`config.mk`:
```
export PLATFORM = sky130hd
export DESIGN_NAME = data_mem
export DESIGN_NICKNAME = d
export VERILOG_FILES = /design/src/riscv_pkg.sv /design/src/data_mem.sv
export SDC_FILE = /design/constraint.sdc
export NUM_CORES = 2
export LEC_CHECK = 0
export BUFFER_PORTS_ARGS = -buffer_cell sky130_fd_sc_hd__buf_4
export CAP_MARGIN = 10
export CORE_MARGIN = 3
export CORE_UTILIZATION = 40
export CTS_CLUSTER_SIZE = 16
export DETAILED_ROUTE_END_ITERATION = 8
export MAX_ROUTING_LAYER = met4
export PLACE_DENSITY = 0.59
export SLEW_MARGIN = 20
export SYNTH_ARGS = -nofsm -noshare
export SYNTH_HDL_FRONTEND = slang
export SYNTH_SLANG_ARGS = --single-unit
```
`constraint.sdc`:
```
create_clock -name clk -period 9 [get_ports clk]
set_input_delay 1.8 -clock clk [delete_from_list [all_inputs] [get_ports clk]]
set_output_delay 1.8 -clock clk [all_outputs]
set_load 0.005 [all_outputs]
```
`src/riscv_pkg.sv`:
```
`default_nettype none

package riscv_pkg;

    typedef enum logic [6:0] {
        op_load   = 7'b0000011,           // lw.
        op_imm    = 7'b0010011,           // addi.
        op_store  = 7'b0100011,           // sw.
        op_rtype  = 7'b0110011,           // add, sub, or, and, xor, sll.
        op_branch = 7'b1100011,           // beq.
        op_jal    = 7'b1101111            // jal.
    } opcode_e;

    typedef enum logic [2:0] {
        alu_add,
        alu_sub,
        alu_or,
        alu_and,
        alu_xor,
        alu_sll
    } alu_op_e;

    typedef enum logic {
        alu_src_reg,                      // second operand from rs2.
        alu_src_imm                       // second operand from the immediate.
    } alu_src_e;

    typedef enum logic [1:0] {
        res_alu_out,
        res_read_data,
        res_pc_plus_4
    } result_src_e;

    typedef enum logic [1:0] {
        imm_i,
        imm_s,
        imm_b,
        imm_j
    } imm_src_e;

    typedef struct packed {
        logic        reg_we;
        logic        mem_we;
        alu_src_e    alu_src;
        result_src_e result_src;
        logic        pc_src;              // 1 selects pc + imm.
        imm_src_e    imm_src;
        alu_op_e     alu_op;
        logic        illegal;             // opcode outside the supported subset.
    } ctrl_t;

    typedef struct packed {
        logic [31:0] data;
        logic        last;                // final word of the program.
    } prog_word_t;

    typedef struct packed {
        logic [31:0] addr;                // word address, not byte address.
        logic [31:0] data;
    } store_rec_t;

endpackage

`default_nettype wire

```
`src/data_mem.sv`:
```
`timescale 1ns/100ps
`default_nettype none

module data_mem import riscv_pkg::*; #(
    parameter int DMEM_WORDS = 64
) (
    input  logic        clk,
    input  logic        rst,
    input  logic        run,
    input  ctrl_t       ctrl,
    input  logic [31:0] alu_out,
    input  logic [31:0] write_data,
    input  logic        store_ready,
    output logic [31:0] read_data,
    output logic        store_valid,
    output store_rec_t  store,
    output logic        stall
);
    localparam int AW = $clog2(DMEM_WORDS);

    logic [31:0]   dmem [DMEM_WORDS];
    logic [AW-1:0] idx;

    assign idx         = alu_out[AW+1:2];                     // word addressed.
    assign read_data   = dmem[idx];
    assign store_valid = run && ctrl.mem_we;
    assign store.addr  = {2'b00, alu_out[31:2]};
    assign store.data  = write_data;
    assign stall       = store_valid && !store_ready;         // core waits for the trace.

    always_ff @(posedge clk) begin
        if (store_valid && store_ready) begin
            dmem[idx] <= write_data;                          // write with the trace transfer.
        end
    end

    a_store_stable: assert property (@(posedge clk) disable iff (rst)
        store_valid && !store_ready |=> store_valid && $stable(store));
endmodule

`default_nettype wire

```
==> results by group <==
Yosys
  • Ranking of synthesized cells by area: edfxtp_1 (79%), a221oi_1 (5.1%), a22oi_1 (3.4%)
  • Avg Inst Size Synth: 17.4 sq um
  • Top_reg_cell synth: edfxtp_1
  • Yosys cell types: 59
  • Part of the Yosys area used for sequential elements: 78.7%
  • EDFF count, synth: 2048
  • Post-synth top area share: 78.7%
  • Yosys synthesis warning count: 0
  • Synth Cell Area: 78200 sq um
  • Yosys top cell by area: edfxtp_1
  • Yosys reg bits: 2048
  • Post-Syn Instances: 4496
  • Asr flop ratio synth: 0%

Clocking
  • Sink Count: 2048
  • Post CTS Setup Buffer Count: 0
  • Cts repair resizes: 0
  • CTS Buf Count: 200
  • Clock-pin slew on the worst setup and hold paths: 0.06 ns
  • Hold Buf Count CTS: 0
  • Clock root buffer master: clkbuf_16
  • Clock buffer depth: 3
  • H-tree Lvls: 4
  • CTS tree: done

Drt
  • DRC: 0
  • Via count: 46800
  • Avg Vias per Cell: 6.46
  • DR WL/cell: 35.4 um
  • Post-Route WL: 257 mm
  • Drt first pass iters: 6
  • Iteration-0 DRC count of the detailed router: 6494
  • Final ANT Viol Nets: 0

Cells and area
  • Commonest non-fill, non-tap cell in the layout: edfxtp_1
  • Max reg flops: 2048
  • Layout overhead on the synthesized area: 13.4%
  • Post-Layout Cell Count: 7253
  • Commonest cells after routing, fill and taps aside: edfxtp_1 (2048), a221oi_1 (457), a22oi_1 (355)
  • # nets final: 4632
  • Design Area, Final: 88600 sq um
  • Share of cells above drive strength 1: 15.7%
  • Biggest register: dmem
  • Post-layout util: 45.8%
  • Biggest regs: dmem: 2048 flops

Hold path
  • Min-Delay Path Class: input port to register
  • Min-delay src: write_data[30]

Timing
  • RSZ-0062 raised after global routing: false
  • Count of pins over their slew limit: 0
  • Worst Max-Slew Pin Slew: 1.22 ns
  • Hold Fails Final Rpt: 0
  • # setup viols final: 0
  • Fin worst setup slack: 1.52 ns
  • Final min period: 7.48 ns
  • Max Clk Rate: 134 MHz
  • Min Hold Slack: 1.49 ns
  • Setup_tns: 0 ns
  • Final Cycle Share: 83.1%
  • Worst slew margin: 18.6%

Pwr
  • Total power: 19.8 mW
  • PwrDens: 223 nW/um^2
  • Peak VDD IR: 0.220 mV
  • P_leak: 27.0 nW

GRT
  • Largest net degree at the start of global routing: 119
  • GR met3 Demand/Resource: 5.73%
  • First-pass GRT wire length: 357 mm
  • GR Util met1: 33.9%
  • Global route overflow: 0
  • Gr usage total: 26.0%
  • Busiest layer in global routing: met2
  • Met2 Use GR: 39.7%
  • Vias in the first global route: 44800
  • Antenna violations before repair: 9

Floorplan
  • Core Area: 193000 sq um
  • IO Count: 178
  • Num rows: 161
  • Die height: 448 um
  • Die ar.: 201000 sq um
  • Die width: 448 um
  • Starting Density: 40.4%

Placement
  • GPL Wtd Cong: 0.839
  • DP HPWL: 143 mm
  • Pre-CTS setup slack: 1.73 ns
  • Dpl cells: 6873
  • Placed Area: 82200 sq um
  • Count of input and output buffers: 113

Setup path
  • CP required: 7.20 ns
  • Crit path from: alu_out[7]
  • Crit path DAT: 5.68 ns
  • Startpoint Class: input port
  • CP Capture Type: primary output
  • Crit path kind: input port to primary output
  • Max FO, Critical Path: 25

Flow run
  • Max cap viols: 0

Outcome
  • Status: completed
==> cell families after synthesis <==
family	share of synthesized area [%]
flip-flops	78.7
AO/OA/AOI/OAI	12.5
buffers and inverters	2.72
other	0.00480
multiplexers	3.12
AND/OR/NAND/NOR	3.01
==> critical path: stages <==
cell,delay [ns]
buf_4,0.26
and3b_1,0.52
buf_4,0.29
nand2_1,0.35
buf_4,0.33
o22ai_1,0.12
or2_0,0.31
a2111oi_2,0.93
nand4_1,0.44
buf_4,0.27
==> power breakdown <==
group,internal (mW),total (mW),switching [mW]
logic,0.298,1.08,0.779
clock network,4.59,8.16,3.57
registers,10.5,10.5,0.00453
total,15.4,19.8,4.36
==> layer usage <==
layer	share of wire (%)	vias up
li1	-	18900
met1	38	24500
met2	47	3007
met3	11	511
met4	4.3	0
met5	0	-
==> synth_stat cells (all sizes together), types with 5 or more instances <==
master	n
o2bb2ai	10
nand3	25
a221o	6
buf	291
mux2i	69
clkbuf	125
or3	5
mux2	109
nor2	265
o221ai	36
a211oi	8
a22oi	355
o211ai	8
and3	13
nand2	109
o22ai	125
or2	5
nor2b	10
o32ai	18
a221oi	457
nor3	41
nand4	20
and2	5
and4	6
mux4	23
a21oi	88
o22a	11
a22o	6
o21ai	140
o2111ai	5
edfxtp	2048
or4	6
a211o	6
==> final cells by class <==
| class | instances | area [sq um] |
|---|---|---|
| multi-input combinational | 2030 | 15100 |
| antenna | 5 | 12.5 |
| inverter | 3 | 23.8 |
| clock buffer | 264 | 5310 |
| tap | 2526 | 3160 |
| sequential | 2048 | 61500 |
| timing repair buffer | 269 | 2460 |
| fill | 16500 | 105000 |
| clock inverter | 108 | 1020 |
==> path summary, 6_finish.rpt <==
| check | to | slack (ns) | cells after the start |
|---|---|---|---|
| worst min-delay path | dmem[50][30] | 1.49 | 1 |
| worst max-delay path | read_data[19] | 1.52 | 10 |
Note: power is estimated with default switching activity, not from simulation.
