$ cat config.mk
export PLATFORM = sky130hd
export DESIGN_NAME = controller
export DESIGN_NICKNAME = d
export VERILOG_FILES = /design/src/riscv_pkg.sv /design/src/controller.sv
export SDC_FILE = /design/constraint.sdc
export NUM_CORES = 1
export LEC_CHECK = 0
export ABC_CLOCK_PERIOD_IN_PS = 1400
export BUFFER_PORTS_ARGS = -buffer_cell sky130_fd_sc_hd__buf_4
export CAP_MARGIN = 20
export CORE_AREA = 4 4 41 43
export DETAILED_ROUTE_END_ITERATION = 10
export DIE_AREA = 0 0 45 47
export MAX_ROUTING_LAYER = met4
export PLACE_DENSITY = 0.61
export SLEW_MARGIN = 20
export SYNTH_ARGS = -nofsm -noshare
export SYNTH_HDL_FRONTEND = slang
export SYNTH_SLANG_ARGS = --single-unit
$ cat constraint.sdc
create_clock -name vclk -period 1.4
set_input_delay 0.28 -clock vclk [all_inputs]
set_output_delay 0.28 -clock vclk [all_outputs]
set_load 0.005 [all_outputs]
$ cat src/riscv_pkg.sv
`default_nettype none

package riscv_pkg;

    typedef enum logic [6:0] {
        op_load   = 7'b0000011,           // lw.
        op_imm    = 7'b0010011,           // addi.
        op_store  = 7'b0100011,           // sw.
        op_rtype  = 7'b0110011,           // add, sub, or, and, xor, sll.
        op_branch = 7'b1100011,           // beq.
        op_jal    = 7'b1101111            // jal.
    } opcode_e;

    typedef enum logic [2:0] {
        alu_add,
        alu_sub,
        alu_or,
        alu_and,
        alu_xor,
        alu_sll
    } alu_op_e;

    typedef enum logic {
        alu_src_reg,                      // second operand from rs2.
        alu_src_imm                       // second operand from the immediate.
    } alu_src_e;

    typedef enum logic [1:0] {
        res_alu_out,
        res_read_data,
        res_pc_plus_4
    } result_src_e;

    typedef enum logic [1:0] {
        imm_i,
        imm_s,
        imm_b,
        imm_j
    } imm_src_e;

    typedef struct packed {
        logic        reg_we;
        logic        mem_we;
        alu_src_e    alu_src;
        result_src_e result_src;
        logic        pc_src;              // 1 selects pc + imm.
        imm_src_e    imm_src;
        alu_op_e     alu_op;
        logic        illegal;             // opcode outside the supported subset.
    } ctrl_t;

    typedef struct packed {
        logic [31:0] data;
        logic        last;                // final word of the program.
    } prog_word_t;

    typedef struct packed {
        logic [31:0] addr;                // word address, not byte address.
        logic [31:0] data;
    } store_rec_t;

endpackage

`default_nettype wire

$ cat src/controller.sv
`timescale 1ns/100ps
`default_nettype none

module alu_dec import riscv_pkg::*; (
    input  opcode_e    op,
    input  logic [2:0] func3,
    input  logic [6:0] func7,
    output alu_op_e    alu_op
);
    alu_op_e r_op;                                            // operation for r-type.

    always_comb begin
        case (func3)
            3'b000:  r_op = func7[5] ? alu_sub : alu_add;     // bit 30 marks sub.
            3'b110:  r_op = alu_or;
            3'b111:  r_op = alu_and;
            3'b100:  r_op = alu_xor;
            3'b001:  r_op = alu_sll;
            default: r_op = alu_add;
        endcase
    end

    always_comb begin
        case (op)
            op_rtype:  alu_op = r_op;
            op_branch: alu_op = alu_sub;                      // beq compares by subtracting.
            default:   alu_op = alu_add;                      // address and addi sums.
        endcase
    end
endmodule

module controller import riscv_pkg::*; (
    input  logic [31:0] instr,
    input  logic        alu_zero,
    output ctrl_t       ctrl
);
    opcode_e op;
    alu_op_e alu_op;

    assign op = opcode_e'(instr[6:0]);

    alu_dec u_alu_dec (
        .op     (op),
        .func3  (instr[14:12]),
        .func7  (instr[31:25]),
        .alu_op (alu_op)
    );

    always_comb begin
        ctrl        = '0;                                     // no writes unless decoded.
        ctrl.alu_op = alu_op;
        case (op)
            op_load: begin
                ctrl.reg_we     = 1'b1;
                ctrl.alu_src    = alu_src_imm;
                ctrl.result_src = res_read_data;
                ctrl.imm_src    = imm_i;
            end
            op_imm: begin
                ctrl.reg_we  = 1'b1;
                ctrl.alu_src = alu_src_imm;
                ctrl.imm_src = imm_i;                         // result from alu.
            end
            op_store: begin
                ctrl.mem_we  = 1'b1;
                ctrl.alu_src = alu_src_imm;
                ctrl.imm_src = imm_s;
            end
            op_rtype: ctrl.reg_we = 1'b1;                     // reg operands, alu result.
            op_branch: begin
                ctrl.pc_src  = alu_zero;                      // taken when equal.
                ctrl.imm_src = imm_b;
            end
            op_jal: begin
                ctrl.reg_we     = 1'b1;
                ctrl.result_src = res_pc_plus_4;              // link address.
                ctrl.pc_src     = 1'b1;
                ctrl.imm_src    = imm_j;
            end
            default: ctrl.illegal = 1'b1;                     // stops the core.
        endcase
    end
endmodule

`default_nettype wire

==> flow_metrics.env <==
export IMPL_status="complete, but fails checks"
export IMPL_violations="setup timing"
export IMPL_cp_arrival_ns=1.14
export IMPL_port_buffers=24
export IMPL_worst_pin_slew_ns=0.341
export IMPL_final_max_slew_viol_count=0
export IMPL_synth_area_per_cell_um2=6.26
export IMPL_initial_core_util_pct=16.8
export IMPL_final_cell_mix="buf_4 (32), nand2_1 (7), nor2_1 (3), a21oi_2 (3)"
export IMPL_leakagePower_nw=0.254
export IMPL_routabilityCongestion=0.608
export IMPL_dp_hpwl_um=681
export IMPL_final_common_cell="buf_4"
export IMPL_ctsHoldBuffers=0
export IMPL_std_cell_rows=13
export IMPL_ios=45
export IMPL_fmax_ghz=0.705
export IMPL_die_h_um=47
export IMPL_finalPower_uw=119
export IMPL_grt_max_degree=6
export IMPL_ir_drop_mv=0.107
export IMPL_area_sequential_um2=0
export IMPL_drive_gt1_share_pct=71.4
export IMPL_ant_nets=0
export IMPL_drt_iter0_markers=8
export IMPL_track_usage_pct=8.54
export IMPL_finalHoldViolations=0
export IMPL_synthCells=35
export IMPL_whs_ns=0.834
export IMPL_rsz0062_at_grt="yes"
export IMPL_worstPathRequired_ns=1.12
export IMPL_path_cells="buf_8 -> nor3_4 -> nand3_2 -> nor4_2 -> buf_4"
export IMPL_setup_viol=3
export IMPL_seq_area_frac_synth_pct=0
export IMPL_dieWidth_um=45
export IMPL_route_vias_total=381
export IMPL_netlist_area_um2=219
export IMPL_worstPathBufferInverterCount=2
export IMPL_ys_warn_count=0
export IMPL_drtPass1Iterations=2
export IMPL_min_delay_path_class="in2out"
export IMPL_nClkBuffers=0
export IMPL_syn_nets=68
export IMPL_cp_max_fo=5
export IMPL_diodes=0
export IMPL_post_route_period_util_pct=101
export IMPL_antenna_found_initial=0
export IMPL_fin_crit_ns=1.42
export IMPL_drc=0
export IMPL_dieArea_mm2=0.00212
export IMPL_grt_pass1_vias=386
export IMPL_grt_overflow=0
export IMPL_start_kind="input pin"
export IMPL_maxCapViolations=0
export IMPL_yosysUniqueCellTypes=19
export IMPL_final_fill_count=149
export IMPL_slew_headroom_pct=77.3
export IMPL_timing_final_ws_setup_ns=-0.0188
export IMPL_cpPeakStageDelay_ns=0.26
export IMPL_endpoint_kind="output pin"
export IMPL_routed_wl_um=860
export IMPL_wl_per_cell_um=10.1
export IMPL_crit_family="simple AND/OR/NAND/NOR gates"
export IMPL_critical_path_class="in2out"
export IMPL_seq_cell_count=0
export IMPL_grt_first_pass_wirelength_um=1410
export IMPL_vias_per_cell=4.48
export IMPL_syn2layout_area_growth_pct=156
export IMPL_cp_slowest_cell="nor4_2"
export IMPL_core_mm2=0.00130
export IMPL_final_nets=105
export IMPL_utilization_pct=43.1
export IMPL_cellPowerDensity_mw_per_mm2=212
export IMPL_place_ws_ns=-0.115
## where the power goes
part	switching, mW	internal, mW
combinational	0.0509	0.0677
clock	0	0
sequential	0	0
## cell type report
class | instances | area, µm² | area share, %
repair buffers | 35 | 278 | 49.6
multi-input cells | 33 | 256 | 45.8
well taps | 15 | 18.8 | 3.35
inverters | 2 | 7.51 | 1.34
## cell usage after synthesis
cell,n,area share [%]
nor4_2,1,5.7
nor2_1,4,6.9
or3_4,1,5.1
a221oi_1,1,4.0
or2_1,1,2.9
nor3_1,3,6.9
a21oi_1,4,9.1
nand2b_4,1,6.3
nand2_1,7,12
nor3_2,1,4.6
nor4_1,1,2.9
xnor2_1,2,8.0
nand3_1,1,2.3
and2b_2,1,4.0
inv_1,2,3.4
nand3_2,1,4.6
a221o_1,1,4.6
xor2_1,1,4.0
or2_2,1,2.9
## worst paths after layout
kind	depth (start not counted)	slack (ns)	start	end
max	5	-0.02	instr[6]	ctrl[3]
min	3	0.83	instr[13]	ctrl[3]
## cell families (layout without fill, tap and decap cells)
family / count (synthesis) / in the layout / synth area share, %
AO/OA/AOI/OAI: 6 / 6 / 17.7
XOR/XNOR: 3 / 3 / 12.0
buffers and inverters: 2 / 37 / 3.43
AND/OR/NAND/NOR: 24 / 24 / 66.9
## what timing repair did
item | in CTS | in global routing
endpoints found under the setup margin | 8 | 10
setup buffers | 3 | 0
pin swaps | 4 | 2
gates resized for setup | 9 | 5
gates cloned | 0 | 0
## per-stage QoR
step	setup TNS, ns	cell area [µm²]	instances
4_1_cts	-0.0577	537	85
3_5_place_dp	-0.288	478	82
2_1_floorplan	0	219	35
3_3_place_gp	-0.267	478	82
5_1_grt	-0.448	561	85
6_report	-0.0372	561	85
## layer usage
layer	track usage [%]	up-vias	wire length, µm	share of wire (%)
met4	0	0	0	0
met1	9.46	171	351	41
met5	-	-	0	0
li1	-	195	-	-
met3	0.766	0	59	6.9
met2	17.2	15	449	52
Note: power is estimated with default switching activity, not from simulation.
