<file path="src/riscv_pkg.sv">
`default_nettype none

package riscv_pkg;

    typedef enum logic [6:0] {
        op_load   = 7'b0000011,           // lw.
        op_imm    = 7'b0010011,           // addi.
        op_store  = 7'b0100011,           // sw.
        op_rtype  = 7'b0110011,           // add, sub, or, and, xor, sll.
        op_branch = 7'b1100011,           // beq.
        op_jal    = 7'b1101111            // jal.
    } opcode_e;

    typedef enum logic [2:0] {
        alu_add,
        alu_sub,
        alu_or,
        alu_and,
        alu_xor,
        alu_sll
    } alu_op_e;

    typedef enum logic {
        alu_src_reg,                      // second operand from rs2.
        alu_src_imm                       // second operand from the immediate.
    } alu_src_e;

    typedef enum logic [1:0] {
        res_alu_out,
        res_read_data,
        res_pc_plus_4
    } result_src_e;

    typedef enum logic [1:0] {
        imm_i,
        imm_s,
        imm_b,
        imm_j
    } imm_src_e;

    typedef struct packed {
        logic        reg_we;
        logic        mem_we;
        alu_src_e    alu_src;
        result_src_e result_src;
        logic        pc_src;              // 1 selects pc + imm.
        imm_src_e    imm_src;
        alu_op_e     alu_op;
        logic        illegal;             // opcode outside the supported subset.
    } ctrl_t;

    typedef struct packed {
        logic [31:0] data;
        logic        last;                // final word of the program.
    } prog_word_t;

    typedef struct packed {
        logic [31:0] addr;                // word address, not byte address.
        logic [31:0] data;
    } store_rec_t;

endpackage

`default_nettype wire

</file>
<file path="src/program_loader.sv">
`timescale 1ns/100ps
`default_nettype none

module program_loader import riscv_pkg::*; #(
    parameter int IMEM_WORDS = 64
) (
    input  logic        clk,
    input  logic        rst,
    input  logic        prog_valid,
    input  prog_word_t  prog,
    input  logic [31:0] pc,
    input  logic        illegal,
    output logic        prog_ready,
    output logic [31:0] instr,
    output logic        run,
    output logic        done
);
    localparam int AW = $clog2(IMEM_WORDS);

    typedef enum logic [1:0] {
        st_idle,
        st_load,
        st_run,
        st_done
    } state_e;

    state_e        state;
    logic [AW-1:0] wr_addr;                                   // next free word while loading.
    logic [AW-1:0] wr_idx;
    logic          xfer;
    logic [31:0]   imem [IMEM_WORDS];

    assign prog_ready = (state != st_run);                    // no loading while the core runs.
    assign xfer       = prog_valid && prog_ready;
    assign wr_idx     = (state == st_load) ? wr_addr : '0;    // a fresh load starts at 0.
    assign run        = (state == st_run);
    assign done       = (state == st_done);
    assign instr      = imem[pc[AW+1:2]];

    always_ff @(posedge clk) begin
        if (xfer) begin
            imem[wr_idx] <= prog.data;
        end
    end

    always_ff @(posedge clk) begin
        if (rst) begin
            state   <= st_idle;
            wr_addr <= '0;
        end else begin
            if (xfer) begin
                wr_addr <= wr_idx + 1'b1;
                state   <= prog.last ? st_run : st_load;      // last word launches the core.
            end else if (state == st_run && illegal) begin
                state <= st_done;                             // halt on unknown opcode.
            end
        end
    end

    a_start: assert property (@(posedge clk) disable iff (rst)
        xfer && prog.last |=> run && pc == 32'd0);
    a_no_load_in_run: assert property (@(posedge clk) disable iff (rst)
        run |-> !(prog_valid && prog_ready));
endmodule

`default_nettype wire

</file>
<file path="config.mk">
export PLATFORM = sky130hd
export DESIGN_NAME = program_loader
export DESIGN_NICKNAME = d
export VERILOG_FILES = /design/src/riscv_pkg.sv /design/src/program_loader.sv
export SDC_FILE = /design/constraint.sdc
export NUM_CORES = 2
export LEC_CHECK = 0
export CAP_MARGIN = 25
export CORE_MARGIN = 2
export CORE_UTILIZATION = 50
export DETAILED_ROUTE_END_ITERATION = 8
export DONT_BUFFER_PORTS = 1
export PLACE_DENSITY = 0.68
export SYNTH_ARGS = -nofsm -noshare
export SYNTH_HDL_FRONTEND = slang
export SYNTH_SLANG_ARGS = --single-unit
</file>
<file path="constraint.sdc">
create_clock -name clk -period 5 [get_ports clk]
set_clock_uncertainty 0.05 [all_clocks]
set_input_delay 1.25 -clock clk [delete_from_list [all_inputs] [get_ports clk]]
set_output_delay 1.25 -clock clk [all_outputs]
set_load 0.1 [all_outputs]
</file>
==> results.toml <==
[clock_network]
cts_max_level = 4
cts_sinks = 2056
clk_latency_ns = 0.82
cts_tree = "built"
ctsHoldBuffers = 0
clk_pin_slew_ns = 0.06
cts_post_setup_buffers_inserted = 0
cts_buffers = 196
cts_buffer_depth = 3
cts-root-buf = "clkbuf_16"

[worst_setup_path]
crit_slowest_cell = "mux4_2"
r2r-end = "imem[59][21]"
critPathMaxFanout = 505
r2r_setup_slack_ns = 1.25
cp.arrival_ns = 5.29
cpPeakStageDelay_ns = 1.49
worstPathRequired_ns = 3.70
worstReg2RegStart = "state[0]"
path_cells = "mux4_2 -> a22oi_1 -> a21boi_1 -> or4_4 -> buf_12"
ff2ff_path_depth = 5
crit_type = "primary input to output port"
critPathLaunchType = "primary input"
endpoint_kind = "output port"

[job]
maxCapViolCount = 0

[pwr]
powerDensity_mw_per_mm2 = 392
power_leakage_nw = 27.2
ir_drop_mv = 0.362

[yosys]
synth.distinct_cells = 50
synth_area_leaders = "edfxtp_1 79%, mux4_2 14%, o22ai_1 1.2%"
synth_top_area_share_pct = 78.8
ys.flop_type = "edfxtp_1"
yosysWarnings = 0
synth_edf_count = 2048
netlist_instances = 3389
synth.most_common_cell = "edfxtp_1"
synthTopCellsByCount = "2,048 x edfxtp_1, 500 x mux4_2, 146 x o22ai_1"
ys_seq_elements = 2056
synthesis.area_mm2 = 0.0780
yosysSeqAreaShare_pct = 79.0
synth.largest_area_cell = "edfxtp_1"
synth-async-reset-ratio_pct = 0
syn-num-nets = 3458
syn_avg_cell_area_um2 = 23.0

[outcome]
violations = "slew limit, setup timing"
status = "finished with violations"

[worst_hold_path]
holdCritStartpoint = "prog[13]"
hold_class = "primary input to register"
holdPathStages = 0
whs_endpoint = "imem[47][12]"

[layout]
drive_above_1_share_pct = 28.9
syn_to_final_growth_pct = 13.6
nNetsFinal = 3662

[detailed_routing]
drtPass1Iterations = 6
drt_first_iter_violations = 4803
drc_errors = 0
drt-total-wl_um = 187000
via_per_inst = 6.37
wl_per_cell_um = 32.3
postRouteAntennaNets = 0
vias = 36942

[placed_design]
port_buffers = 0
hpwl_um = 99200
place_congestion = 0.773
pre_cts_ws_ns = -0.127

[timing]
holdWs_ns = 0.479
period_minus_slack_ns = 6.59
setup_violations = 32
slew_violations = 556
layout_setup_ws_ns = -1.59
maxSlewHeadroom_pct = -98.4
timing.fmax_mhz = 152
worstMarginPinSlew_ns = 2.98
hold_viol_final = 0
tns_ns = -30.53
grt_setup_unrepaired = "true"
fin_crit_sh_pct = 132

[die]
start_util_pct = 50.5
fp.coreArea_mm2 = 0.155
io_pins = 104
row_count = 144
die_area_mm2 = 0.159
die_w_um = 399
die_y_um = 399

[grt]
overflow = 0
grt_pass1_wl_um = 266000
antenna_found_initial = 3
grt_pass1_vias = 37047
track_usage_pct = 23.7
grt_max_degree = 506
==> per-stage QoR <==
| stage | area (um2) | cells | total power [mW] | util [%] |
|---|---|---|---|---|
| final | 88700 | 5797 | 34.8 | 57.4 |
| after global routing | 88700 | 5796 | 35.7 | 57.4 |
| after CTS | 88500 | 5795 | 34.9 | 57.3 |
| after detailed placement | 82400 | 5438 | 20.9 | 53.3 |
| after global placement | 82400 | 5438 | 20.9 | 53.3 |
| after floorplan | 78100 | 3389 | 20.5 | - |
==> worst max-delay path, delay by kind of cell <==
kind / cells / cell delay, ns
AO/OA/AOI/OAI: 2 / 0.39
multiplexers: 1 / 1.49
AND/OR/NAND/NOR: 1 / 0.60
buffers and inverters: 1 / 0.20
==> what timing repair did <==
item / in CTS / in global routing
gates resized for setup: 1 / 32
setup endpoints to repair: 1 / 28
pin swaps: 0 / 7
gates cloned: 0 / 0
==> worst max path at each step <==
| stage | start | end | cells after the start |
|---|---|---|---|
| after floorplan | pc[3] | instr[13] | 7 |
| after global placement | pc[2] | instr[11] | 7 |
| after detailed placement | pc[2] | instr[11] | 7 |
| after CTS | pc[2] | instr[21] | 7 |
| after global routing | pc[2] | instr[11] | 7 |
| final | pc[2] | instr[11] | 5 |
==> sequential cells by signal (all words and copies together), names as in the netlist <==
register	count
imem	2048
wr_addr	6
state	2
==> metal layers <==
metal | routed length, um | global-route usage [%] | up-vias | share of wire [%]
met5 | 28 | 0 | - | 0.015
met4 | 5150 | 7.21 | 4 | 2.8
met3 | 19900 | 6.54 | 279 | 11
met2 | 87400 | 35.9 | 1845 | 47
met1 | 74600 | 34.2 | 19813 | 40
li1 | - | - | 15001 | -
==> cells by family (layout without fill, tap and decap cells) <==
| logic type | Yosys count | count (layout) | share of synthesized area (%) |
|---|---|---|---|
| AND/OR/NAND/NOR | 244 | 244 | 1.53 |
| flip-flops | 2056 | 2056 | 79.0 |
| multiplexers | 574 | 574 | 15.4 |
| buffers and inverters | 190 | 553 | 1.27 |
| other | 0 | 1 | 0 |
| AO/OA/AOI/OAI | 325 | 325 | 2.77 |
==> area by class of cell <==
class | instances | area, um2
antenna | 1 | 2.50
clock buffer | 260 | 5290
clock inverter | 97 | 818
fill | 11038 | 65900
inverter | 1 | 3.75
multi-input combinational | 1143 | 16100
sequential | 2056 | 61700
tap | 2044 | 2560
timing repair buffer | 195 | 2220
==> power breakdown <==
group,internal (mW),switching (mW)
clock,8.03,6.19
sequential,19.0,0.0120
combinational,0.803,0.793
total,27.8,6.99
==> placed cells by master (no fill, tap or decap), types with 27 or more instances in the layout <==
cell type / n
a21oi_1: 32
a22oi_1: 27
buf_12: 60
buf_4: 134
clkbuf_1: 54
clkbuf_16: 200
clkinv_1: 45
edfxtp_1: 2048
mux2_2: 27
mux2i_1: 46
mux4_2: 500
nand2_1: 34
nor2_1: 30
nor2_4: 61
o21ai_0: 33
o22ai_1: 139
No activity file was read; power rests on OpenSTA's default activity.
